[config.mk]
export PLATFORM = sky130hd
export DESIGN_NAME = bank_queue
export DESIGN_NICKNAME = d
export VERILOG_FILES = /design/src/hdl/bank_queue.sv
export SDC_FILE = /design/constraint.sdc
export NUM_CORES = 1
export LEC_CHECK = 0
export BUFFER_PORTS_ARGS = -buffer_cell sky130_fd_sc_hd__buf_2
export CAP_MARGIN = 20
export CELL_PAD_IN_SITES_DETAIL_PLACEMENT = 1
export CELL_PAD_IN_SITES_GLOBAL_PLACEMENT = 1
export CORE_MARGIN = 2
export CORE_UTILIZATION = 39
export DETAILED_ROUTE_END_ITERATION = 7
export PLACE_DENSITY_LB_ADDON = 0.1
export SLEW_MARGIN = 20
export SYNTH_ARGS = -nofsm -noshare
export SYNTH_HDL_FRONTEND = slang
export SYNTH_SLANG_ARGS = --single-unit
[constraint.sdc]
create_clock -name clk -period 2.1 [get_ports clk]
set_input_delay 0.315 -clock clk [delete_from_list [all_inputs] [get_ports clk]]
set_output_delay 0.315 -clock clk [all_outputs]
set_load 0.02 [all_outputs]
[src/hdl/bank_queue.sv]
`timescale 1ns/100ps
`default_nettype none

module bank_queue #(
	parameter type payload_t = logic,
	parameter int  DEPTH     = 4
) (
	input  wire           clk,
	input  wire           reset,
	input  wire           in_valid,
	output logic          in_ready,
	input  wire payload_t in_data,
	output logic          out_valid,
	input  wire           out_ready,
	output payload_t      out_data
);

	localparam int AW = (DEPTH > 1) ? $clog2(DEPTH) : 1;
	localparam int CW = $clog2(DEPTH + 1);

	payload_t      mem [DEPTH];
	logic [AW-1:0] rd_ptr;
	logic [AW-1:0] wr_ptr;
	logic [CW-1:0] count;
	logic [CW-1:0] count_next;
	logic          push;
	logic          pop;

	function automatic logic [AW-1:0] bump(logic [AW-1:0] ptr);
		return (ptr == AW'(DEPTH - 1)) ? '0 : ptr + 1'b1;
	endfunction

	assign push       = in_valid && in_ready;
	assign pop        = out_valid && out_ready;
	assign out_valid  = (count != '0);
	assign out_data   = mem[rd_ptr];
	assign count_next = count + CW'(push) - CW'(pop);

	always_ff @(posedge clk) begin
		if (reset) begin
			rd_ptr   <= '0;
			wr_ptr   <= '0;
			count    <= '0;
			in_ready <= 1'b0;
		end else begin
			if (push)
				wr_ptr <= bump(wr_ptr);
			if (pop)
				rd_ptr <= bump(rd_ptr);
			count    <= count_next;
			in_ready <= (count_next < CW'(DEPTH));
		end
	end

	always_ff @(posedge clk) begin
		if (push)
			mem[wr_ptr] <= in_data;
	end

	count_in_range: assert property (@(posedge clk) disable iff (reset) count <= CW'(DEPTH));

endmodule

`default_nettype wire

==> flow_metrics.env <==
export IMPL_critical_path_startpoint_type="register"
export IMPL_layout_area_growth_over_synthesis_pct=14.2
export IMPL_hpwlAfterDp_um=735
export IMPL_hold_violations=0
export IMPL_slowest_stage="sky130_fd_sc_hd__fa_1"
export IMPL_globalRoute_totalOverflow=0
export IMPL_finalWirelength_um=940
export IMPL_fp_dieH_um=44.9
export IMPL_highest_net_fanout_along_the_worst_path=3
export IMPL_port_buffers=7
export IMPL_worst_path_stages=8
export IMPL_slew_headroom=0.891
export IMPL_count_of_filler_cells_inserted_in_the_layout=176
export IMPL_gp_congestion=0.701
export IMPL_finalNonFillerCells=80
export IMPL_worst_setup_path_endpoint="count[2]"
export IMPL_power_per_cell_area_nw_per_um2=1140
export IMPL_crit_start="count[2]"
export IMPL_critical_path_required_ps=2270
export IMPL_setup_viol_count_final=0
export IMPL_cts_sinks=14
export IMPL_share_of_cells_above_drive_strength_1=0.250
export IMPL_tritoncts_num_buffers=3
export IMPL_clock_fmax_mhz=508
export IMPL_cts_tree="built"
export IMPL_cts_root_to_sink_buffers=2
export IMPL_ir_worst_vdd_mv=0.550
export IMPL_ys_seq_elements=14
export IMPL_layout_cell_area_non_filler_um2=744
export IMPL_die_w_um=44.9
export IMPL_cp_num_buf_inv=2
export IMPL_timing_critical_path_slowest_cell_delay_ps=370
export IMPL_worst_slew_pin_slew_ps=160
export IMPL_synth_yosys_seq_area_share=0.491
export IMPL_min_cycle_time_layout_ps=1970
export IMPL_period_share=0.937
export IMPL_post_synth_main_area_contributors="sky130_fd_sc_hd__dfxtp_1 31%, sky130_fd_sc_hd__edfxtp_1 18%, sky130_fd_sc_hd__ha_1 13%"
export IMPL_register_to_register_setup_slack_ps=130
export IMPL_finalNetCount=78
export IMPL_cts_setup_buffers=0
export IMPL_postRouteAntennaNets=0
export IMPL_timing_critical_path_to_type="register"
export IMPL_syn_nets=65
export IMPL_coreArea_um2=1540
export IMPL_grt_max_degree=11
export IMPL_maxSlewViolCount=0
export IMPL_critical_path_top_delay_family="adder cells"
export IMPL_place_inst=76
export IMPL_synth_cell_types=22
export IMPL_layout_common_cells="10 x sky130_fd_sc_hd__dfxtp_1, 7 x sky130_fd_sc_hd__ha_1, 7 x sky130_fd_sc_hd__buf_2"
export IMPL_synth_cell_area_um2=652
export IMPL_htree_levels=1
export IMPL_final_common_cell="sky130_fd_sc_hd__dfxtp_1"
export IMPL_timing_rr_start="count[2]"
export IMPL_initial_utilization=0.423
export IMPL_leakagePower_uw=0.000335
export IMPL_multi_input_area_um2=313
export IMPL_core_rowCount=14
export IMPL_timing_worst_setup_path_type="reg2reg"
export IMPL_detail_route_wl_per_cell_um=11.8
export IMPL_fp_dieArea_um2=2010
export IMPL_drc_errors=0
export IMPL_vias_per_cell=5.00
export IMPL_crit_path_cell_trace="o31a_1 -> ha_1 -> inv_1 -> ha_1 -> inv_1 -> fa_1 -> xor3_1 -> nor2b_1"
export IMPL_timing_reg2reg_worst_path_depth=8
export IMPL_hold_path_startpoint="in_data"
export IMPL_grt_setup_unrepaired="no"
export IMPL_clk_pin_slew_ps=80
export IMPL_dr_total_vias=400
export IMPL_root_buffer="sky130_fd_sc_hd__clkbuf_4"
export IMPL_post_placement_cell_area_um2=718
export IMPL_drv_max_cap_violation_count=0
export IMPL_crit_reg2reg_capture="count[2]"
export IMPL_antennaDiodeCount=0
export IMPL_drt_pass1_iterations=4
export IMPL_cts_resized_gates=0
export IMPL_synthDominantCellAreaShare=0.307
export IMPL_syn_inst=52
export IMPL_cts_hold_buf=0
export IMPL_arrival_ps=2140
export IMPL_min_delay_path_class="in2reg"
export IMPL_status="complete, no violations"
export IMPL_grtUsageTotal=0.122
export IMPL_detail_route_iter0_violations=1
export IMPL_netlist_top_cell_by_area="sky130_fd_sc_hd__dfxtp_1"
export IMPL_postSynthAreaPerCell_um2=12.5
export IMPL_synth_warning_count=0
export IMPL_sequential_cell_area_um2=320
export IMPL_finalPower_uw=848
export IMPL_setup_tns_ps=0
export IMPL_grt_antenna_before_repair=0
export IMPL_skew_ps=3.59
export IMPL_top_level_ports=8
export IMPL_first_pass_grt_wire_length_um=1700
export IMPL_clock_latency_ps=280
export IMPL_grt_pass1_vias=390
==> worst min path at each step <==
stage | to | depth (start not counted)
after CTS | mem[1] | 1
after global routing | mem[1] | 1
after detailed placement | rd_ptr[1] | 2
after global placement | rd_ptr[1] | 2
after floorplan | mem[0] | 0
final | mem[2] | 1
==> power breakdown <==
| part | total [µW] | internal [µW] | switching, µW |
|---|---|---|---|
| Sequential | 379 | 339 | 40.2 |
| Combinational | 317 | 174 | 143 |
| Clock | 152 | 68.9 | 83.1 |
| Total | 848 | 582 | 266 |
==> cells by family after synthesis <==
logic type	count (synthesis)	synth area share
xor+xnor	1	0.0365
simple gates	16	0.146
compound gates	5	0.0595
mux	3	0.0729
fa+ha+maj	8	0.165
flops	14	0.491
buf+inv	5	0.0288
==> routing by layer <==
metal / GRT usage / vias up / share of wire
li1: - / 206 / -
met1: 0.142 / 183 / 0.44
met2: 0.191 / 7 / 0.49
met3: 0.0600 / 4 / 0.049
met4: 0.0529 / 0 / 0.017
met5: 0 / - / 0
==> layout make-up <==
class                      count  share of cell area
sequential                    14               0.430
tap                           16              0.0269
timing repair buffer           9              0.0672
clock buffer                   3              0.0303
multi-input combinational     33               0.420
clock inverter                 1             0.00504
inverter                       4              0.0202
==> Yosys cell counts (all sizes together) <==
| master | instances |
|---|---|
| a21bo | 2 |
| a21oi | 2 |
| and3 | 4 |
| clkbuf | 1 |
| dfxtp | 10 |
| edfxtp | 4 |
| fa | 1 |
| ha | 7 |
| inv | 4 |
| mux2 | 1 |
| mux2i | 1 |
| mux4 | 1 |
| nand2 | 1 |
| nand2b | 2 |
| nand3 | 1 |
| nand4bb | 1 |
| nor2 | 2 |
| nor2b | 3 |
| nor3 | 1 |
| o31a | 1 |
| or3 | 1 |
| xor3 | 1 |
==> stage by stage <==
stage / hold WS, ps / util / setup slack, ps
after floorplan: 414 / - / 163
after global placement: 496 / 0.466 / 146
after detailed placement: 507 / 0.466 / 125
after CTS: 244 / 0.483 / 113
after global routing: 241 / 0.483 / 25.0
final: 255 / 0.483 / 133
No activity file was read; power rests on OpenSTA's default activity.
