<file path="config.mk">
export PLATFORM = sky130hd
export DESIGN_NAME = bank_data_store
export DESIGN_NICKNAME = d
export VERILOG_FILES = /design/src/hdl/cache_addr_pkg.sv /design/src/hdl/cache_req_pkg.sv /design/src/hdl/bank_data_store.sv
export VERILOG_INCLUDE_DIRS = /design/src /design/src/hdl
export SDC_FILE = /design/constraint.sdc
export NUM_CORES = 2
export LEC_CHECK = 0
export ABC_CLOCK_PERIOD_IN_PS = 5200
export BUFFER_PORTS_ARGS = -buffer_cell sky130_fd_sc_hd__buf_2
export CORE_MARGIN = 2
export CORE_UTILIZATION = 50
export CTS_BUF_LIST = sky130_fd_sc_hd__clkbuf_8
export DETAILED_ROUTE_END_ITERATION = 8
export MAX_ROUTING_LAYER = met4
export PLACE_DENSITY = 0.68
export SKIP_CTS_REPAIR_TIMING = 1
export SYNTH_ARGS = -nofsm -noshare
export SYNTH_HDL_FRONTEND = slang
export SYNTH_SLANG_ARGS = --single-unit
</file>
<file path="constraint.sdc">
create_clock -name clk -period 5.2 [get_ports clk]
set_input_delay 1.04 -clock clk [delete_from_list [all_inputs] [get_ports clk]]
set_output_delay 1.04 -clock clk [all_outputs]
set_load 0.03 [all_outputs]
</file>
<file path="src/hdl/cache_bank_config.svh">
`ifndef CACHE_BANK_CONFIG_SVH
`define CACHE_BANK_CONFIG_SVH

// Line and array geometry
`define CB_LINE_WORDS 4
`define CB_SETS       16

// Queue depths
`define CB_REQQ_DEPTH  4
`define CB_FILLQ_DEPTH 4
`define CB_RSPQ_DEPTH  4
`define CB_WBQ_DEPTH   4

// Missed requests waiting for their fill
`define CB_MRV_SIZE 4

`endif

</file>
<file path="src/hdl/cache_addr_pkg.sv">
`default_nettype none

`include "cache_bank_config.svh"

package cache_addr_pkg;

	localparam int SET_W = $clog2(`CB_SETS);
	localparam int TAG_W = 32 - SET_W - 4;

	typedef logic [31:0] word_t;
	typedef word_t [`CB_LINE_WORDS-1:0] line_t;
	typedef logic [SET_W-1:0] set_t;
	typedef logic [1:0] offset_t;
	typedef logic [TAG_W-1:0] tag_t;
	// Word address of the first word in a line
	typedef logic [29:0] line_addr_t;

	function automatic tag_t addr_tag(word_t addr);
		return addr[31-:TAG_W];
	endfunction

	function automatic set_t addr_set(word_t addr);
		return addr[4+:SET_W];
	endfunction

	function automatic offset_t addr_offset(word_t addr);
		return addr[3:2];
	endfunction

	function automatic line_addr_t line_of(word_t addr);
		return {addr[31:4], 2'b00};
	endfunction

endpackage

`default_nettype wire

</file>
<file path="src/hdl/cache_req_pkg.sv">
`default_nettype none

package cache_req_pkg;

	typedef logic [3:0] req_id_t;

	typedef struct packed {
		logic                  is_write;
		cache_addr_pkg::word_t addr;
		cache_addr_pkg::word_t wdata;
		req_id_t               id;
	} core_req_t;

	typedef struct packed {
		req_id_t               id;
		cache_addr_pkg::word_t data;
	} core_rsp_t;

	typedef struct packed {
		cache_addr_pkg::line_addr_t addr;
		cache_addr_pkg::line_t      data;
	} fill_rsp_t;

	typedef struct packed {
		cache_addr_pkg::line_addr_t addr;
		cache_addr_pkg::line_t      data;
	} dram_wb_t;

	// One pipeline slot, st0 through st2
	typedef struct packed {
		logic                  valid;
		logic                  is_fill;
		logic                  is_write;
		cache_addr_pkg::word_t addr;
		cache_addr_pkg::word_t wdata;
		req_id_t               id;
		cache_addr_pkg::line_t fill_line;
	} st_entry_t;

endpackage

`default_nettype wire

</file>
<file path="src/hdl/bank_data_store.sv">
`timescale 1ns/100ps
`default_nettype none

`include "cache_bank_config.svh"

module bank_data_store (
	input  wire                           clk,
	input  wire                           stall,
	input  wire cache_req_pkg::st_entry_t rd_entry,
	input  wire                           hit,
	output cache_addr_pkg::line_t         read_line,
	output cache_addr_pkg::word_t         read_word
);

	cache_addr_pkg::line_t   lines [`CB_SETS];
	cache_addr_pkg::set_t    set_idx;
	cache_addr_pkg::offset_t offset;

	assign set_idx   = cache_addr_pkg::addr_set(rd_entry.addr);
	assign offset    = cache_addr_pkg::addr_offset(rd_entry.addr);
	assign read_line = lines[set_idx];
	assign read_word = lines[set_idx][offset];

	always_ff @(posedge clk) begin
		if (rd_entry.valid && !stall) begin
			if (rd_entry.is_fill) begin
				if (!hit)
					lines[set_idx] <= rd_entry.fill_line;
			end else if (rd_entry.is_write && hit) begin
				lines[set_idx][offset] <= rd_entry.wdata;
			end
		end
	end

endmodule

`default_nettype wire

</file>
==> qor.csv <==
metric,value,unit
slowest_stage,or4_1,
synth.top_cell.area_share,0.776,
slew_headroom,0.153,
place_inst,5975,
yosysUniqueCellTypes,23,
viasPerCell,6.30,
dp_hpwl,147000,um
cts_made_buffers,336,
row_count,146,
netlist_area,79200,um^2
cts_buffer_depth,4,
grt_usage,0.294,
io_pins,362,
dr.pass1.iters,6,
cts_tree,built,
maxCapViolations,0,
synth_cells,3543,
critPathCaptureType,output pin,
fillCellCount,11500,
ir_drop,0.254,mV
power.leakage,29.7,nW
yosysMostFrequentCell,edfxtp_1,
ys_warn_count,0,
path_clk_slew,0.06,ns
ctsHtreeMaxLevel,5,
overflow,0,
ys_top_cells_by_area,"edfxtp_1 (78%), mux4_2 (15%), a22oi_1 (2.4%)",
grt_max_degree,46,
dieWidth,402,um
async_flop_share,0,
synth_nets,3745,
cts_root_buf,clkbuf_8,
avgRoutedWirePerCell,34.8,um
min_path_type,in2reg,
layout-drive-gt1-share,0.373,
stdcell_count,6628,
die-area,162000,um^2
crit_path_cell_trace,buf_12 > buf_12 > buf_4 > mux4_2 > a22oi_1 > a21oi_1 > buf_4 > or4_1 > buf_2,
rsz0062_at_grt,false,
hold_viol_final,0,
fin_util,0.578,
gp_congestion,0.860,
syn2layout_area_growth,15.2,%
antenna_found_initial,51,
slowest_delay,0.59,ns
top_register,lines,
cp.arrival,4.04,ns
io_buffer_count,331,
synth-seq-cells,2048,
wl,231000,um
register_area,61500,um^2
timing_worst_setup_path_type,in2out,
coreArea,158000,um^2
synth_ff_type,edfxtp_1,
vias,41800,
ant_nets,0,
period_needed,5.08,ns
cellPowerDensity,360,nW/um^2
largestRegisters,lines (2048),
largest_reg_flops,2048,
grt_pass1_vias,41000,
status,completed,
grt_pass1_wl,316000,um
fmax,197,MHz
drc,0,
whs_path_depth,2,
synth_largest_area_cell,edfxtp_1,
clock_sinks,2048,
setup_viol,0,
yosysSeqAreaShare,0.776,
total_power,32.9,mW
required,4.16,ns
worst_slew_pin_slew,1.27,ns
finalNetCount,4443,
die_y,402,um
yosys-top-cells-count,"edfxtp_1 (2048), mux4_2 (512), a22oi_1 (256), nand2_1 (142)",
slew_violations,0,
cp_max_fo,27,
first_iter_violations,5574,
start_kind,input pin,
min_period_over_period,0.977,
synth_edf_count,2048,
start_util,0.502,
multiInputGateArea,17300,um^2
avgSynthCellArea,22.4,um^2
## per-stage QoR
stage          setup slack [ns]  area (um^2)  hold slack, ns  setup TNS [ns]
2_1_floorplan             0.294        79200            1.41               0
3_3_place_gp            -0.0832        85400            1.56         -0.0832
3_5_place_dp            -0.0631        85400            1.58         -0.0631
4_1_cts                 -0.0720        91100           0.455         -0.0842
5_1_grt                  0.0151        91200           0.550               0
6_report                  0.119        91300           0.542               0
## placed cells by master, fill, tap and decap left out, types with 2 or more instances in the layout
cell        Yosys  final
clkinv_2        0     26
edfxtp_1     2048   2048
buf_12          0     49
or2_2           2      2
clkinvlp_4      0      9
nand3_1         3      3
buf_4          13    190
nand4b_1        2      2
inv_1           0    104
clkbuf_8        0    340
buf_2          29    329
a22oi_1       256    256
nand2b_2        0      2
nand2_1       142    141
nor2_4          0     62
nor2b_4         0      4
diode_2         0     88
clkinv_1        0     82
mux2_2        128    128
or4_1          32     32
a21oi_1       128    127
mux4_2        512    512
clkinv_4        0      2
nor3_2          0      4
nor2b_1         6      2
## worst paths after layout
check             slack, ns             to     startpoint
setup / recovery       0.12  read_word[18]  rd_entry[168]
hold / removal         0.54   lines[0][97]   rd_entry[97]
## cell families (layout without fill, tap and decap cells)
group,count (synthesis),count (layout),share of synthesized area
buf+inv,209,1134,0.0127
flops,2048,2048,0.776
mux,640,640,0.164
compound gates,385,385,0.0325
other cells,0,88,0
simple gates,261,261,0.0147
## layout make-up
type / count / area share
Tap cell: 2072 / 0.0284
Timing Repair Buffer: 569 / 0.0446
Clock buffer: 340 / 0.0513
Clock inverter: 225 / 0.0104
Multi-Input combinational cell: 1286 / 0.189
Antenna cell: 88 / 0.00241
Sequential cell: 2048 / 0.674
## power by group
part	internal [mW]	leakage, nW	switching (mW)	total, mW
registers	18.3	18.4	0.0158	18.3
clock network	6.08	3.26	6.12	12.2
logic	0.779	8.08	1.65	2.43
total	25.1	29.7	7.79	32.9
## worst max-delay path, delay by kind of cell
family / cells / cell delay [ns]
simple gates: 1 / 0.59
buf+inv: 5 / 1.27
mux: 1 / 0.51
compound gates: 2 / 0.54
## layer usage
layer  share of wire  vias to the layer above  GRT usage
li1                -                    16700          -
met1            0.36                    22000      0.381
met2            0.47                     2716      0.427
met3            0.12                      371     0.0882
met4           0.043                        0      0.143
met5               0                        -          -
Note: power is estimated with default switching activity, not from simulation.
