<file path="config.mk">
export PLATFORM = sky130hd
export DESIGN_NAME = bank_response_router
export DESIGN_NICKNAME = d
export VERILOG_FILES = /design/src/hdl/cache_addr_pkg.sv /design/src/hdl/cache_req_pkg.sv /design/src/hdl/bank_response_router.sv
export VERILOG_INCLUDE_DIRS = /design/src /design/src/hdl
export SDC_FILE = /design/constraint.sdc
export NUM_CORES = 1
export LEC_CHECK = 0
export ABC_CLOCK_PERIOD_IN_PS = 800
export BUFFER_PORTS_ARGS = -buffer_cell sky130_fd_sc_hd__buf_2
export CAP_MARGIN = 20
export CORE_AREA = 2 2 243 245
export DETAILED_ROUTE_END_ITERATION = 12
export DIE_AREA = 0 0 245 247
export GPL_TIMING_DRIVEN = 0
export SYNTH_ARGS = -nofsm -noshare
export SYNTH_HDL_FRONTEND = slang
export SYNTH_SLANG_ARGS = --single-unit
</file>
<file path="constraint.sdc">
create_clock -name vclk -period 0.8
set_input_delay 0.12 -clock vclk [all_inputs]
set_output_delay 0.12 -clock vclk [all_outputs]
set_load 0.05 [all_outputs]
</file>
<file path="src/hdl/cache_bank_config.svh">
`ifndef CACHE_BANK_CONFIG_SVH
`define CACHE_BANK_CONFIG_SVH

// Line and array geometry
`define CB_LINE_WORDS 4
`define CB_SETS       16

// Queue depths
`define CB_REQQ_DEPTH  4
`define CB_FILLQ_DEPTH 4
`define CB_RSPQ_DEPTH  4
`define CB_WBQ_DEPTH   4

// Missed requests waiting for their fill
`define CB_MRV_SIZE 4

`endif

</file>
<file path="src/hdl/cache_addr_pkg.sv">
`default_nettype none

`include "cache_bank_config.svh"

package cache_addr_pkg;

	localparam int SET_W = $clog2(`CB_SETS);
	localparam int TAG_W = 32 - SET_W - 4;

	typedef logic [31:0] word_t;
	typedef word_t [`CB_LINE_WORDS-1:0] line_t;
	typedef logic [SET_W-1:0] set_t;
	typedef logic [1:0] offset_t;
	typedef logic [TAG_W-1:0] tag_t;
	// Word address of the first word in a line
	typedef logic [29:0] line_addr_t;

	function automatic tag_t addr_tag(word_t addr);
		return addr[31-:TAG_W];
	endfunction

	function automatic set_t addr_set(word_t addr);
		return addr[4+:SET_W];
	endfunction

	function automatic offset_t addr_offset(word_t addr);
		return addr[3:2];
	endfunction

	function automatic line_addr_t line_of(word_t addr);
		return {addr[31:4], 2'b00};
	endfunction

endpackage

`default_nettype wire

</file>
<file path="src/hdl/cache_req_pkg.sv">
`default_nettype none

package cache_req_pkg;

	typedef logic [3:0] req_id_t;

	typedef struct packed {
		logic                  is_write;
		cache_addr_pkg::word_t addr;
		cache_addr_pkg::word_t wdata;
		req_id_t               id;
	} core_req_t;

	typedef struct packed {
		req_id_t               id;
		cache_addr_pkg::word_t data;
	} core_rsp_t;

	typedef struct packed {
		cache_addr_pkg::line_addr_t addr;
		cache_addr_pkg::line_t      data;
	} fill_rsp_t;

	typedef struct packed {
		cache_addr_pkg::line_addr_t addr;
		cache_addr_pkg::line_t      data;
	} dram_wb_t;

	// One pipeline slot, st0 through st2
	typedef struct packed {
		logic                  valid;
		logic                  is_fill;
		logic                  is_write;
		cache_addr_pkg::word_t addr;
		cache_addr_pkg::word_t wdata;
		req_id_t               id;
		cache_addr_pkg::line_t fill_line;
	} st_entry_t;

endpackage

`default_nettype wire

</file>
<file path="src/hdl/bank_response_router.sv">
`timescale 1ns/100ps
`default_nettype none

module bank_response_router (
	input  wire cache_req_pkg::st_entry_t st2_entry,
	input  wire                           hit,
	input  wire                           victim_dirty,
	input  wire cache_addr_pkg::tag_t     victim_tag,
	input  wire cache_addr_pkg::line_t    read_line,
	input  wire cache_addr_pkg::word_t    read_word,
	input  wire                           rsp_ready,
	input  wire                           wb_ready,
	input  wire                           mrv_ready,
	input  wire                           fill_req_ready,
	output logic                          rsp_push,
	output cache_req_pkg::core_rsp_t      rsp_data,
	output logic                          wb_push,
	output cache_req_pkg::dram_wb_t       wb_data,
	output logic                          mrv_add,
	output logic                          fill_req_valid,
	output cache_addr_pkg::line_addr_t    fill_req_addr,
	output logic                          fill_done_valid,
	output logic                          stall
);

	logic need_rsp;
	logic need_miss;
	logic need_wb;
	logic rsp_ok;
	logic wb_ok;
	logic mrv_ok;
	logic fill_ok;

	assign need_rsp  = st2_entry.valid && !st2_entry.is_fill && hit;
	assign need_miss = st2_entry.valid && !st2_entry.is_fill && !hit;
	// Also covers a fill that replaces a line written again since its miss
	assign need_wb   = st2_entry.valid && !hit && victim_dirty;

	assign rsp_ok  = !need_rsp || rsp_ready;
	assign wb_ok   = !need_wb || wb_ready;
	assign mrv_ok  = !need_miss || mrv_ready;
	assign fill_ok = !need_miss || fill_req_ready;
	assign stall   = !(rsp_ok && wb_ok && mrv_ok && fill_ok);

	assign rsp_push        = need_rsp && !stall;
	assign wb_push         = need_wb && !stall;
	assign mrv_add         = need_miss && !stall;
	assign fill_req_valid  = need_miss && wb_ok && mrv_ok;
	assign fill_req_addr   = cache_addr_pkg::line_of(st2_entry.addr);
	assign fill_done_valid = st2_entry.valid && st2_entry.is_fill && !stall;

	assign rsp_data = '{
		id:   st2_entry.id,
		data: st2_entry.is_write ? st2_entry.wdata : read_word
	};
	assign wb_data = '{
		addr: {victim_tag, cache_addr_pkg::addr_set(st2_entry.addr), 2'b00},
		data: read_line
	};

endmodule

`default_nettype wire

</file>
==> summary.md <==
| Metric | Value |
|---|---|
| Status | finished, violations left |
| Slowest stage delay, CP | ~0.31 ns |
| Wire per inst | 8.007 um |
| Drt pass-1 iters | 4 |
| Synth warn | 0 |
| Cell Area, Placed | between 4000 and 5000 um2 |
| Final hold vios | 0 |
| Syn_area_per_cell | a little over 8 um2 |
| Post-Syn Area | 1978 um2 |
| MaxCap Viol Count | 0 |
| DRT Wirelength | approximately 11 mm |
| Die ar. | 60520 um2 |
| Reg area | 0 um2 |
| CP Launch Type | primary input |
| IO Count | between 600 and 700 |
| Initial antenna violation count | 7 |
| Power Density | 896.9 nW/um2 |
| Pleak | around 2.7 nW |
| CP arrival | ~0.9 ns |
| Hold WC Path Type | in -> out |
| First-pass GRT wire length | roughly 13 mm |
| Design area | a little over 5000 um2 |
| Initial Util | under 10% |
| Minimum clock period | approximately 1 ns |
| Layout cells sized above 1 | between 90% and 100% |
| Total power | around 0.0046 W |
| Synth cell types | 17 |
| Slowest-stage cell, CP | a2111oi_4 |
| Largest net degree at the start of global routing | 11 |
| DR DRC count | 0 |
| Critical-path cell list | buf_8 > nand3b_4 > a2111oi_4 > buf_6 |
| Crit Path Max Fanout | 6 |
| Synthesis-to-layout area growth | 157.9% |
| Hpwl dp | 9.950 mm |
| Setup TNS | -6.449 ns |
| Hold-fix buffers, CTS | 0 |
| Antenna Nets Post-Route | 0 |
| Rows | 89 |
| Total grt overflow | 0 |
| Avg Vias per Cell | 1.930 |
| Chip height | roughly 250 um |
| Fin crit share | 128.7% |
| Crit end category | output port |
| Synthesized instance count | approximately 250 |
| Nets | about 940 |
| Core box area | 58240 um2 |
| 1st-iter DRT viols | 21 |
| Slack of the critical path | -0.2300 ns |
| Clock buffer cells | 0 |
| Register area share after synthesis | 0% |
| Number of global-route vias before repair | ~2200 |
| Critical Path RT | between 0.6 and 0.7 ns |
| Setup violators final | 38 |
| Fmax | approximately 1000 MHz |
| I/O Buffers | a little under 300 |
| RSZ-0062 raised after global routing | true |
| GP Congestion | 0.9182 |
| Via count | 2565 |
| Die Width | roughly 250 um |
| Fin. max-slew vios | 0 |
| Worst Path Class, Setup | in -> out |
| Seq_cells | 0 |
| Peak supply drop | 0.3042 mV |
| Total GRT Usage | 2.844% |
| Failing checks | negative setup slack |
## area by class of cell
cell class	instances	area, um2
Buffer	196	1529
Inverter	3	11.26
Tap cell	773	967.2
Antenna cell	4	10.01
Timing Repair Buffer	304	1898
Fill cell	6788	53140
Multi-Input combinational cell	49	685.7
## where the power goes
group / internal, W / switching, W / total (W)
clock network: 0.000000000674 / 0 / 0.000000000674
logic: 0.00164 / 0.00293 / 0.00458
registers: 0 / 0 / 0
## logic make-up (layout without fill, tap and decap cells)
group	Yosys count	count (layout)	synth area share [%]
AND/OR/NAND/NOR	10	10	3.858
buffers and inverters	199	503	75.71
multiplexers	32	32	18.60
AO/OA/AOI/OAI	3	3	1.644
other	1	8	0.1896
## Yosys cell counts
cell | count | area, um2
buf_4 | 192 | 1441
mux2_2 | 30 | 337.8
buf_6 | 4 | 45.04
inv_1 | 3 | 11.26
mux2_4 | 2 | 30.03
nand2_1 | 2 | 7.510
nand2b_1 | 2 | 12.51
a2111oi_2 | 1 | 15.01
a211oi_1 | 1 | 7.510
a41o_1 | 1 | 10.01
and4bb_2 | 1 | 12.51
conb_1 | 1 | 3.750
nand3b_4 | 1 | 20.02
nor2_1 | 1 | 3.750
nor2b_1 | 1 | 6.260
nor3_1 | 1 | 5.000
nor4b_1 | 1 | 8.760
## cells in the final DEF (no fill, tap or decap), types with 2 or more instances in the layout
cell and n:
buf_2 255, buf_4 194, buf_6 37, mux2_4 32, buf_8 6, diode_2 4
buf_12 4, conb_1 4, buf_16 3, inv_1 3, nand2_1 2, nand2b_4 2
## layer usage
metal | share of wire [%] | GRT usage [%]
met1 | 20 | 1.767
met2 | 60 | 6.532
met3 | 15 | 1.042
met4 | 4.8 | 1.471
met5 | 0.12 | 0
## critical path, delay by kind of cell
kind,cells,cell delay (ns)
AO/OA/AOI/OAI,1,0.31
buffers and inverters,2,0.31
AND/OR/NAND/NOR,1,0.16
## path summary, 6_finish.rpt
path	startpoint	end	cells after the start
worst min-delay path	read_line[105]	wb_data[105]	2
worst max-delay path	hit	wb_push	4
## stage by stage
stage | util (%) | worst slack, ns | hold slack, ns | std cells
after floorplan | - | -0.2950 | 0.2956 | 248
after global placement | 7.983 | -0.3594 | 0.5417 | 1319
after detailed placement | 7.983 | -0.3670 | 0.5421 | 1319
after CTS | 8.611 | -0.2388 | 0.5135 | 1321
after global routing | 8.759 | -0.2696 | 0.5432 | 1329
final | 8.759 | -0.2300 | 0.5413 | 1329
## repair_timing
action / CTS / global route
endpoints found under the setup margin: 38 / 38
setup buffers: 0 / 3
pin swaps: 3 / 2
gates resized for setup: 96 / 6
cloned: 2 / 1
Note: power is estimated with default switching activity, not from simulation.
