<file path="config.mk">
export PLATFORM = sky130hd
export DESIGN_NAME = bank_tag_store
export DESIGN_NICKNAME = d
export VERILOG_FILES = /design/src/hdl/cache_addr_pkg.sv /design/src/hdl/cache_req_pkg.sv /design/src/hdl/bank_tag_store.sv
export VERILOG_INCLUDE_DIRS = /design/src /design/src/hdl
export SDC_FILE = /design/constraint.sdc
export NUM_CORES = 1
export LEC_CHECK = 0
export ABC_AREA = 1
export ABC_CLOCK_PERIOD_IN_PS = 4400
export BUFFER_PORTS_ARGS = -buffer_cell sky130_fd_sc_hd__buf_2
export CORE_UTILIZATION = 45
export DETAILED_ROUTE_END_ITERATION = 8
export HOLD_SLACK_MARGIN = 0.03
export MAX_ROUTING_LAYER = met4
export PLACE_DENSITY_LB_ADDON = 0.05
export SLEW_MARGIN = 25
export SYNTH_ARGS = -nofsm -noshare
export SYNTH_HDL_FRONTEND = slang
export SYNTH_SLANG_ARGS = --single-unit
</file>
<file path="constraint.sdc">
create_clock -name clk -period 4.4 [get_ports clk]
set_input_delay 0.44 -clock clk [delete_from_list [all_inputs] [get_ports clk]]
set_output_delay 0.44 -clock clk [all_outputs]
set_load 0.03 [all_outputs]
</file>
<file path="src/hdl/cache_bank_config.svh">
`ifndef CACHE_BANK_CONFIG_SVH
`define CACHE_BANK_CONFIG_SVH

// Line and array geometry
`define CB_LINE_WORDS 4
`define CB_SETS       16

// Queue depths
`define CB_REQQ_DEPTH  4
`define CB_FILLQ_DEPTH 4
`define CB_RSPQ_DEPTH  4
`define CB_WBQ_DEPTH   4

// Missed requests waiting for their fill
`define CB_MRV_SIZE 4

`endif

</file>
<file path="src/hdl/cache_addr_pkg.sv">
`default_nettype none

`include "cache_bank_config.svh"

package cache_addr_pkg;

	localparam int SET_W = $clog2(`CB_SETS);
	localparam int TAG_W = 32 - SET_W - 4;

	typedef logic [31:0] word_t;
	typedef word_t [`CB_LINE_WORDS-1:0] line_t;
	typedef logic [SET_W-1:0] set_t;
	typedef logic [1:0] offset_t;
	typedef logic [TAG_W-1:0] tag_t;
	// Word address of the first word in a line
	typedef logic [29:0] line_addr_t;

	function automatic tag_t addr_tag(word_t addr);
		return addr[31-:TAG_W];
	endfunction

	function automatic set_t addr_set(word_t addr);
		return addr[4+:SET_W];
	endfunction

	function automatic offset_t addr_offset(word_t addr);
		return addr[3:2];
	endfunction

	function automatic line_addr_t line_of(word_t addr);
		return {addr[31:4], 2'b00};
	endfunction

endpackage

`default_nettype wire

</file>
<file path="src/hdl/cache_req_pkg.sv">
`default_nettype none

package cache_req_pkg;

	typedef logic [3:0] req_id_t;

	typedef struct packed {
		logic                  is_write;
		cache_addr_pkg::word_t addr;
		cache_addr_pkg::word_t wdata;
		req_id_t               id;
	} core_req_t;

	typedef struct packed {
		req_id_t               id;
		cache_addr_pkg::word_t data;
	} core_rsp_t;

	typedef struct packed {
		cache_addr_pkg::line_addr_t addr;
		cache_addr_pkg::line_t      data;
	} fill_rsp_t;

	typedef struct packed {
		cache_addr_pkg::line_addr_t addr;
		cache_addr_pkg::line_t      data;
	} dram_wb_t;

	// One pipeline slot, st0 through st2
	typedef struct packed {
		logic                  valid;
		logic                  is_fill;
		logic                  is_write;
		cache_addr_pkg::word_t addr;
		cache_addr_pkg::word_t wdata;
		req_id_t               id;
		cache_addr_pkg::line_t fill_line;
	} st_entry_t;

endpackage

`default_nettype wire

</file>
<file path="src/hdl/bank_tag_store.sv">
`timescale 1ns/100ps
`default_nettype none

`include "cache_bank_config.svh"

module bank_tag_store (
	input  wire                           clk,
	input  wire                           reset,
	input  wire                           stall,
	input  wire cache_req_pkg::st_entry_t rd_entry,
	output logic                          hit,
	output logic                          victim_dirty,
	output cache_addr_pkg::tag_t          victim_tag
);

	cache_addr_pkg::tag_t tags [`CB_SETS];
	logic [`CB_SETS-1:0]  valid_bits;
	logic [`CB_SETS-1:0]  dirty_bits;
	cache_addr_pkg::set_t set_idx;
	cache_addr_pkg::tag_t tag;
	logic                 update;

	assign set_idx      = cache_addr_pkg::addr_set(rd_entry.addr);
	assign tag          = cache_addr_pkg::addr_tag(rd_entry.addr);
	assign victim_tag   = tags[set_idx];
	assign victim_dirty = valid_bits[set_idx] && dirty_bits[set_idx];
	assign hit          = rd_entry.valid && valid_bits[set_idx] && (tags[set_idx] == tag);
	assign update       = rd_entry.valid && !stall;

	always_ff @(posedge clk) begin
		if (update && rd_entry.is_fill && !hit)
			tags[set_idx] <= tag;
	end

	always_ff @(posedge clk) begin
		if (reset) begin
			valid_bits <= '0;
			dirty_bits <= '0;
		end else if (update) begin
			if (rd_entry.is_fill) begin
				// A resident line keeps its newer contents
				if (!hit) begin
					valid_bits[set_idx] <= 1'b1;
					dirty_bits[set_idx] <= 1'b0;
				end
			end else if (hit) begin
				if (rd_entry.is_write)
					dirty_bits[set_idx] <= 1'b1;
			end else if (victim_dirty) begin
				// Victim data leaves with this miss
				dirty_bits[set_idx] <= 1'b0;
			end
		end
	end

endmodule

`default_nettype wire

</file>
==> flow_summary.yaml <==
run_status:
  status: "finished, final reports clean"
routing:
  num_vias: 13300
  drt-initial-drc-count: 981
  drt-total-wl_um: 50600
  drc: 0
  postRouteAntennaNets: 0
  wire_per_inst_um: 19.3
  firstDrtPassIters: 5
  viasPerCell: 5.07
timing:
  min_period_ns: 3.55
  period_share_pct: 80.6
  slew_headroom_pct: 33.1
  drv_slew: 0
  grt_setup_unrepaired: "false"
  setup_tns_ns: 0
  skew_ns: 0.0236
  hold_viol_final: 0
  fmaxAchievable_mhz: 282
  tightest_slew_ns: 0.998
  setup_viol: 0
die:
  dieHeight_um: 204
  coreArea_um2: 39900
  dieWidth_um: 204
  rows: 73
  io-pin-count: 228
  dieArea_um2: 41500
  initial_core_util_pct: 45.9
worst_hold_path:
  whs_path_depth: 1
  hp-class: "input port to register"
clock_tree:
  h-tree-depth: 2
  ctsResizeCount: 0
  cts_setup_buffers: 0
  clk_latency_ns: 0.58
  cts_buffers: 45
  hold_buffers: 0
  clockBufferDepth: 3
  cts.clk_slew.worst_paths_ns: 0.06
  cts_tree: "yes"
  clockRootBuffer: "clkbuf_16"
  clock_sinks: 416
power_and_ir_drop:
  power_density_nw_per_um2: 411
  ir_drop_mv: 0.294
  total_power_mw: 8.82
  p_leak_nw: 9.10
worst_setup_path:
  slowest_stage: "nor2_4"
  crit_cells: 18
  path_cells: "buf_2 > nor2_4 > buf_4 > nand2_1 > nand2_1 > nor2_1 > nor2_1 > nor2_1 > nand2_1 > nor2_1 > nand2_1 > nor2_1 > nand2_1 > nand4_1 > buf_12 > buf_4 > nor2_4 > buf_4"
  cp-end-kind: "register"
  worstPathArrival_ns: 3.82
  critPathTopFamily: "simple AND/OR/NAND/NOR gates"
  max_stage_delay_ns: 0.69
  cp_max_fo: 18
  r2r_cells: 20
  crit_type: "input port to register"
  cp.required_ns: 4.67
  start_kind: "input port"
  path_buf_inv: 5
placed_design:
  routabilityCongestion: 0.846
  port_buffers: 59
  hpwl_um: 31100
cells_and_area:
  layout-drive-gt1-share_pct: 11.6
  syn_to_final_growth_pct: 17.2
  nNetsFinal: 2261
  final_common_cell: "nand2_1"
  final_cell_mix: "nand2_1 (1085), edfxtp_1 (384), nor2_1 (99)"
synthesis:
  yosys_warnings: 0
  synth_seq_cells: 416
  synth_area_um2: 18300
  yosysSeqAreaShare_pct: 66.5
  synth-main-ff-cell: "edfxtp_1"
  yosysUniqueCellTypes: 30
  synth_edf_count: 384
  syn_nets: 2142
  syn_area_per_cell_um2: 9.43
  syn_inst: 1940
  synthArstFlopShare_pct: 0
global_routing:
  grt_max_degree: 43
  grt_pass1_wl_um: 75900
  grt_pass1_vias: 12300
  grt_usage_pct: 25.7
  grt_antenna_before_repair: 1
  grt_overflow: 0
run:
  max-cap-violations: 0
==> sequential cells by signal, summed over array words and instances, names as in the netlist, named ones only <==
signal      count
tags          384
valid_bits     16
==> where the power goes <==
group / internal [mW] / switching (mW) / total, mW
Clock: 2.20 / 1.53 / 3.73
Sequential: 4.34 / 0.00594 / 4.35
Combinational: 0.212 / 0.525 / 0.737
Total: 6.75 / 2.06 / 8.82
==> logic make-up (layout without fill, tap and decap cells) <==
| family | after synthesis | after routing | synth area share (%) |
|---|---|---|---|
| compound gates | 46 | 46 | 1.63 |
| simple gates | 1287 | 1287 | 27.3 |
| buf+inv | 191 | 347 | 4.58 |
| flops | 416 | 416 | 66.5 |
| other cells | 0 | 1 | 0 |
==> Yosys cell counts, drive strengths merged, types with 4 or more instances <==
master	number	share of area, %
edfxtp	384	63
o21a	16	0.66
clkbuf	13	0.27
dfxtp	32	3.5
nand3	49	1.3
nor3	4	0.11
inv	110	2.3
buf	66	2.0
o21ai	14	0.38
nor2	119	2.5
nand2	1088	22
o21bai	4	0.16
nand4	24	0.82
o22ai	8	0.27
==> path summary, 6_finish.rpt <==
| path | from | to | slack, ns |
|---|---|---|---|
| worst min register to register | valid_bits[0] | valid_bits[0] | 0.46 |
| worst max register to register | tags[5][7] | tags[5][17] | 1.10 |
| worst max-delay path | rd_entry[171] | tags[5][17] | 0.85 |
| worst min-delay path | rd_entry[195] | tags[3][23] | 0.26 |
==> per-layer routing <==
layer,part of all wire (%),track usage [%]
met5,0,-
met1,46,35.7
met2,46,39.3
met4,2.4,6.95
met3,5.5,3.93
==> metrics by stage <==
| stage | cells | setup slack [ns] | hold WS (ns) | area (µm²) | utilization [%] |
|---|---|---|---|---|---|
| 3_3_place_gp | 2531 | 0.223 | 0.447 | 19900 | 49.7 |
| 6_report | 2622 | 0.855 | 0.262 | 21500 | 53.8 |
| 4_1_cts | 2621 | 0.870 | 0.233 | 21500 | 53.8 |
| 5_1_grt | 2622 | 0.693 | 0.248 | 21500 | 53.8 |
| 2_1_floorplan | 1940 | 0.508 | 0.441 | 18300 | - |
| 3_5_place_dp | 2537 | 0.256 | 0.453 | 20000 | 50.1 |
==> area by class of cell <==
cell class | count | area [µm²]
inverters | 112 | 427
well taps | 525 | 657
fillers | 3544 | 18500
diodes | 1 | 2.50
clock buffers | 60 | 1230
clock inverters | 24 | 209
repair buffers | 151 | 1320
multi-input cells | 1333 | 5440
flip-flops and latches | 416 | 12200
No activity file was read; power rests on OpenSTA's default activity.
