File: config.mk
export PLATFORM = sky130hd
export DESIGN_NAME = bank_miss_reservation
export DESIGN_NICKNAME = d
export VERILOG_FILES = /design/src/hdl/cache_addr_pkg.sv /design/src/hdl/cache_req_pkg.sv /design/src/hdl/bank_miss_reservation.sv
export VERILOG_INCLUDE_DIRS = /design/src /design/src/hdl
export SDC_FILE = /design/constraint.sdc
export NUM_CORES = 2
export LEC_CHECK = 0
export ABC_AREA = 0
export BUFFER_PORTS_ARGS = -buffer_cell sky130_fd_sc_hd__buf_2
export CAP_MARGIN = 20
export CORE_MARGIN = 10
export CORE_UTILIZATION = 45
export CTS_BUF_LIST = sky130_fd_sc_hd__clkbuf_4
export DETAILED_ROUTE_END_ITERATION = 7
export PLACE_DENSITY = 0.69
export RECOVER_POWER = 100
export SLEW_MARGIN = 20
export SYNTH_ARGS = -nofsm -noshare
export SYNTH_HDL_FRONTEND = slang
export SYNTH_SLANG_ARGS = --single-unit
export TNS_END_PERCENT = 20
File: constraint.sdc
create_clock -name clk -period 66.8 [get_ports clk]
set_clock_uncertainty 0.15 [all_clocks]
set_input_delay 13.36 -clock clk [delete_from_list [all_inputs] [get_ports clk]]
set_output_delay 13.36 -clock clk [all_outputs]
set_load 0.01 [all_outputs]
File: src/hdl/cache_bank_config.svh
`ifndef CACHE_BANK_CONFIG_SVH
`define CACHE_BANK_CONFIG_SVH

// Line and array geometry
`define CB_LINE_WORDS 4
`define CB_SETS       16

// Queue depths
`define CB_REQQ_DEPTH  4
`define CB_FILLQ_DEPTH 4
`define CB_RSPQ_DEPTH  4
`define CB_WBQ_DEPTH   4

// Missed requests waiting for their fill
`define CB_MRV_SIZE 4

`endif

File: src/hdl/cache_addr_pkg.sv
`default_nettype none

`include "cache_bank_config.svh"

package cache_addr_pkg;

	localparam int SET_W = $clog2(`CB_SETS);
	localparam int TAG_W = 32 - SET_W - 4;

	typedef logic [31:0] word_t;
	typedef word_t [`CB_LINE_WORDS-1:0] line_t;
	typedef logic [SET_W-1:0] set_t;
	typedef logic [1:0] offset_t;
	typedef logic [TAG_W-1:0] tag_t;
	// Word address of the first word in a line
	typedef logic [29:0] line_addr_t;

	function automatic tag_t addr_tag(word_t addr);
		return addr[31-:TAG_W];
	endfunction

	function automatic set_t addr_set(word_t addr);
		return addr[4+:SET_W];
	endfunction

	function automatic offset_t addr_offset(word_t addr);
		return addr[3:2];
	endfunction

	function automatic line_addr_t line_of(word_t addr);
		return {addr[31:4], 2'b00};
	endfunction

endpackage

`default_nettype wire

File: src/hdl/cache_req_pkg.sv
`default_nettype none

package cache_req_pkg;

	typedef logic [3:0] req_id_t;

	typedef struct packed {
		logic                  is_write;
		cache_addr_pkg::word_t addr;
		cache_addr_pkg::word_t wdata;
		req_id_t               id;
	} core_req_t;

	typedef struct packed {
		req_id_t               id;
		cache_addr_pkg::word_t data;
	} core_rsp_t;

	typedef struct packed {
		cache_addr_pkg::line_addr_t addr;
		cache_addr_pkg::line_t      data;
	} fill_rsp_t;

	typedef struct packed {
		cache_addr_pkg::line_addr_t addr;
		cache_addr_pkg::line_t      data;
	} dram_wb_t;

	// One pipeline slot, st0 through st2
	typedef struct packed {
		logic                  valid;
		logic                  is_fill;
		logic                  is_write;
		cache_addr_pkg::word_t addr;
		cache_addr_pkg::word_t wdata;
		req_id_t               id;
		cache_addr_pkg::line_t fill_line;
	} st_entry_t;

endpackage

`default_nettype wire

File: src/hdl/bank_miss_reservation.sv
`timescale 1ns/100ps
`default_nettype none

`include "cache_bank_config.svh"

module bank_miss_reservation (
	input  wire                             clk,
	input  wire                             reset,
	input  wire                             add_valid,
	input  wire cache_req_pkg::st_entry_t   add_entry,
	output logic                            add_ready,
	input  wire                             fill_done_valid,
	input  wire cache_addr_pkg::line_addr_t fill_done_addr,
	input  wire                             pop,
	output logic                            head_ready,
	output cache_req_pkg::st_entry_t        head_entry
);

	localparam int N  = `CB_MRV_SIZE;
	localparam int IW = (N > 1) ? $clog2(N) : 1;

	// Kept compacted, oldest at index 0
	cache_req_pkg::st_entry_t ents      [N];
	cache_req_pkg::st_entry_t ents_next [N];
	logic [N-1:0]             occ;
	logic [N-1:0]             occ_next;
	logic [N-1:0]             rdy;
	logic [N-1:0]             rdy_next;
	logic [IW-1:0]            sel;

	always_comb begin
		head_ready = 1'b0;
		sel        = '0;
		for (int i = N - 1; i >= 0; i--) begin
			if (occ[i] && rdy[i]) begin
				head_ready = 1'b1;
				sel        = IW'(i);
			end
		end
	end

	assign head_entry = ents[sel];
	assign add_ready  = !occ[N-1];

	always_comb begin
		logic placed;
		placed    = 1'b0;
		ents_next = ents;
		occ_next  = occ;
		rdy_next  = rdy;
		if (fill_done_valid) begin
			for (int i = 0; i < N; i++) begin
				if (occ[i] && cache_addr_pkg::line_of(ents[i].addr) == fill_done_addr)
					rdy_next[i] = 1'b1;
			end
		end
		// Close the gap behind the popped entry
		if (pop) begin
			for (int i = 0; i < N - 1; i++) begin
				if (i >= sel) begin
					ents_next[i] = ents_next[i+1];
					occ_next[i]  = occ_next[i+1];
					rdy_next[i]  = rdy_next[i+1];
				end
			end
			occ_next[N-1] = 1'b0;
			rdy_next[N-1] = 1'b0;
		end
		if (add_valid && add_ready) begin
			for (int i = 0; i < N; i++) begin
				if (!occ_next[i] && !placed) begin
					ents_next[i] = add_entry;
					occ_next[i]  = 1'b1;
					rdy_next[i]  = 1'b0;
					placed       = 1'b1;
				end
			end
		end
	end

	always_ff @(posedge clk) begin
		if (reset) begin
			occ <= '0;
			rdy <= '0;
		end else begin
			occ <= occ_next;
			rdy <= rdy_next;
		end
	end

	always_ff @(posedge clk) begin
		ents <= ents_next;
	end

	pop_needs_ready: assert property (@(posedge clk) disable iff (reset) pop |-> head_ready);

endmodule

`default_nettype wire

==> impl_metrics.ini <==
[global_routing]
grt_start_max_net_pins = 209
grt_pass1_wl_mm = 172
globalRoute.totalOverflow = 0
grt_usage = 0.210
antenna_found_initial = 27
grt_pass1_vias = 29500

[run]
maxCapViolCount = 22

[placed_design]
io_buffer_count = 434
place_hpwl_mm = 68.6
routabilityCongestion = 0.812

[die]
die_area_um2 = 102000
core_um2 = 88800
initial_utilization = 0.456
pin_count = 435
dieHeight_um = 320
num_rows = 109
die_x_um = 320

[detailed_routing]
first_pass_iters = 5
wl_mm = 112
first_iter_violations = 1954
vias = 29700
ant_nets = 0
drcViolationCount = 0
vias_per_cell = 5.26
wire_per_inst_um = 19.9

[worst_setup_path]
crit_required_ns = 53.29
crit_type = flop to output port
critPathLaunchType = flop
rr_worst_depth = 8
reg2reg_to = ents[485]$_DFF_P_
critPathArrivalTime_ns = 13.31
crit_path_max_fanout = 208
crit_path_end_kind = output port
reg2reg_from = occ[3]$_SDFF_PP0_
ff2ff_setup_slack_ns = 52.20

[timing]
fin_tns_setup_ns = 0
slew_headroom = -6.13
finalHoldViolCount = 0
rsz0062_at_grt = false
fin_crit_sh = 0.401
worst_pin_slew_ns = 10.70
timing.fmax_mhz = 37.3
finalSetupViolCount = 0
period_needed_ns = 26.82
drv_slew = 1576

[cells_and_area]
final_common_cell = nand2_1
area_growth_pct = 10.4
final_cell_mix = nand2_1, dfxtp_1, mux2_2, clkbuf_1, mux2i_1
layout-drive-gt1-share = 0.230
final_core_util = 0.503
nNetsFinal = 4511

[hold_path]
holdCritStartpoint = ents[421]$_DFF_P_
min_path_cells = 2
min_to = ents[620]$_DFF_P_
hp-class = flop to flop

[cts]
postCtsSetupRepairBufs = 0
numCtsBuffers = 215
clk_path_buf_depth = 3
post_cts_resized = 0
clock_latency_ns = 1.12
hold_buffers = 0
clk_pin_slew_ns = 0.06
cts_root_buf = clkbuf_4
cts_tree = done
clock_sinks = 804
htreeDepth = 4

[power]
p_per_area_nw_per_um2 = 28.2
ir_drop_v = 0.0000186
p_leak_nw = 17.4
finalPower_mw = 1.26

[outcome]
status = finished, violations left
failed_checks = capacitance limit, slew limit

[yosys]
synthCells = 3886
ys_ff_latch = 804
syn_area_um2 = 40500
yosys_warnings = 0
ys_types = 36
yosysSeqAreaShare = 0.447
syn_area_per_cell_um2 = 10.4
synth_nets = 4120
## final cells by class
cell class                      instances  area, µm²
Multi-Input combinational cell       2786      20200
Sequential cell                       804      18100
Clock buffer                          352       2640
Timing Repair Buffer                  467       1900
Fill cell                            8427      44100
Antenna cell                           20       50.0
Tap cell                             1165       1460
Clock inverter                         50        297
Inverter                                3       11.3
## flip-flops by register name (all words and copies together) (netlist names)
signal / flops
ents: 796
occ: 4
rdy: 4
## critical path, cell delays in order (launching register included)
cell,delay [ns]
dfxtp_1,0.45
nand2_1,0.18
a32o_1,0.36
nand2_1,2.27
clkbuf_1,6.63
a21oi_1,1.65
clkbuf_1,0.52
## where the power goes
group	total, mW	internal (mW)	switching [mW]
clock	0.461	0.249	0.212
sequential	0.580	0.547	0.0337
combinational	0.218	0.103	0.115
## Yosys cell counts
cell	instances	share of area
nand2_1	804	0.075
dfxtp_1	605	0.30
mux2_2	597	0.17
mux2i_1	398	0.098
a21oi_1	206	0.025
nor2_1	203	0.019
clkbuf_1	202	0.019
edfxtp_1	199	0.15
mux2_4	199	0.074
o21ai_0	199	0.025
xnor2_1	103	0.022
buf_2	52	0.0064
nand4_1	24	0.0037
buf_8	22	0.0082
buf_1	17	0.0016
nor4_1	13	0.0020
xor2_1	9	0.0019
nand3_1	4	0.00049
nor3_1	4	0.00049
and3_1	3	0.00046
inv_1	3	0.00028
a211oi_1	2	0.00037
a22oi_1	2	0.00037
nor3b_1	2	0.00037
o21a_1	2	0.00037
or3_1	2	0.00031
a211oi_2	1	0.00031
a21o_1	1	0.00019
a21oi_2	1	0.00022
a22o_1	1	0.00022
a32o_1	1	0.00025
a41oi_1	1	0.00022
o21ai_2	1	0.00022
o21ba_2	1	0.00025
o22ai_1	1	0.00015
or4b_4	1	0.00034
## per-layer routing
metal  GRT usage  share of wire  vias to the layer above
li1            -              -                    14500
met1       0.263           0.44                    14200
met2       0.340           0.47                      872
met3      0.0575          0.067                      172
met4      0.0837          0.024                       20
met5           0         0.0012                        -
## stage by stage
stage	hold WS [ns]	cell area, µm²	worst slack (ns)	instances
floorplan	0.350	40500	32.06	3886
global placement	0.363	43100	49.31	5224
detailed placement	0.372	43100	49.26	5224
CTS	0.386	46000	47.96	5626
global route	0.411	44700	38.75	5647
finish	0.382	44700	39.98	5647
## worst max-delay path by stage
| stage | from | to | slack [ns] |
|---|---|---|---|
| after floorplan | pop | occ[3]$_SDFF_PP0_ | 32.06 |
| after global placement | occ[0]$_SDFF_PP0_ | head_entry[90] | 49.31 |
| after CTS | occ[3]$_SDFF_PP0_ | head_entry[90] | 47.96 |
| after detailed placement | occ[3]$_SDFF_PP0_ | head_entry[90] | 49.26 |
| final | occ[2]$_SDFF_PP0_ | head_entry[90] | 39.98 |
| after global routing | occ[2]$_SDFF_PP0_ | head_entry[90] | 38.75 |
## cell families (layout without fill, tap and decap cells)
logic type | count (synthesis) | count (layout) | share of synthesized area
AOI/OAI and AO/OA | 420 | 420 | 0.0532
xor gates and xnor gates | 112 | 112 | 0.0243
buffers and inverters | 296 | 872 | 0.0352
DFF | 804 | 804 | 0.447
muxes | 1194 | 1194 | 0.339
other | 0 | 20 | 0
and+or+nand+nor | 1060 | 1060 | 0.102
Note: power is estimated with default switching activity, not from simulation.
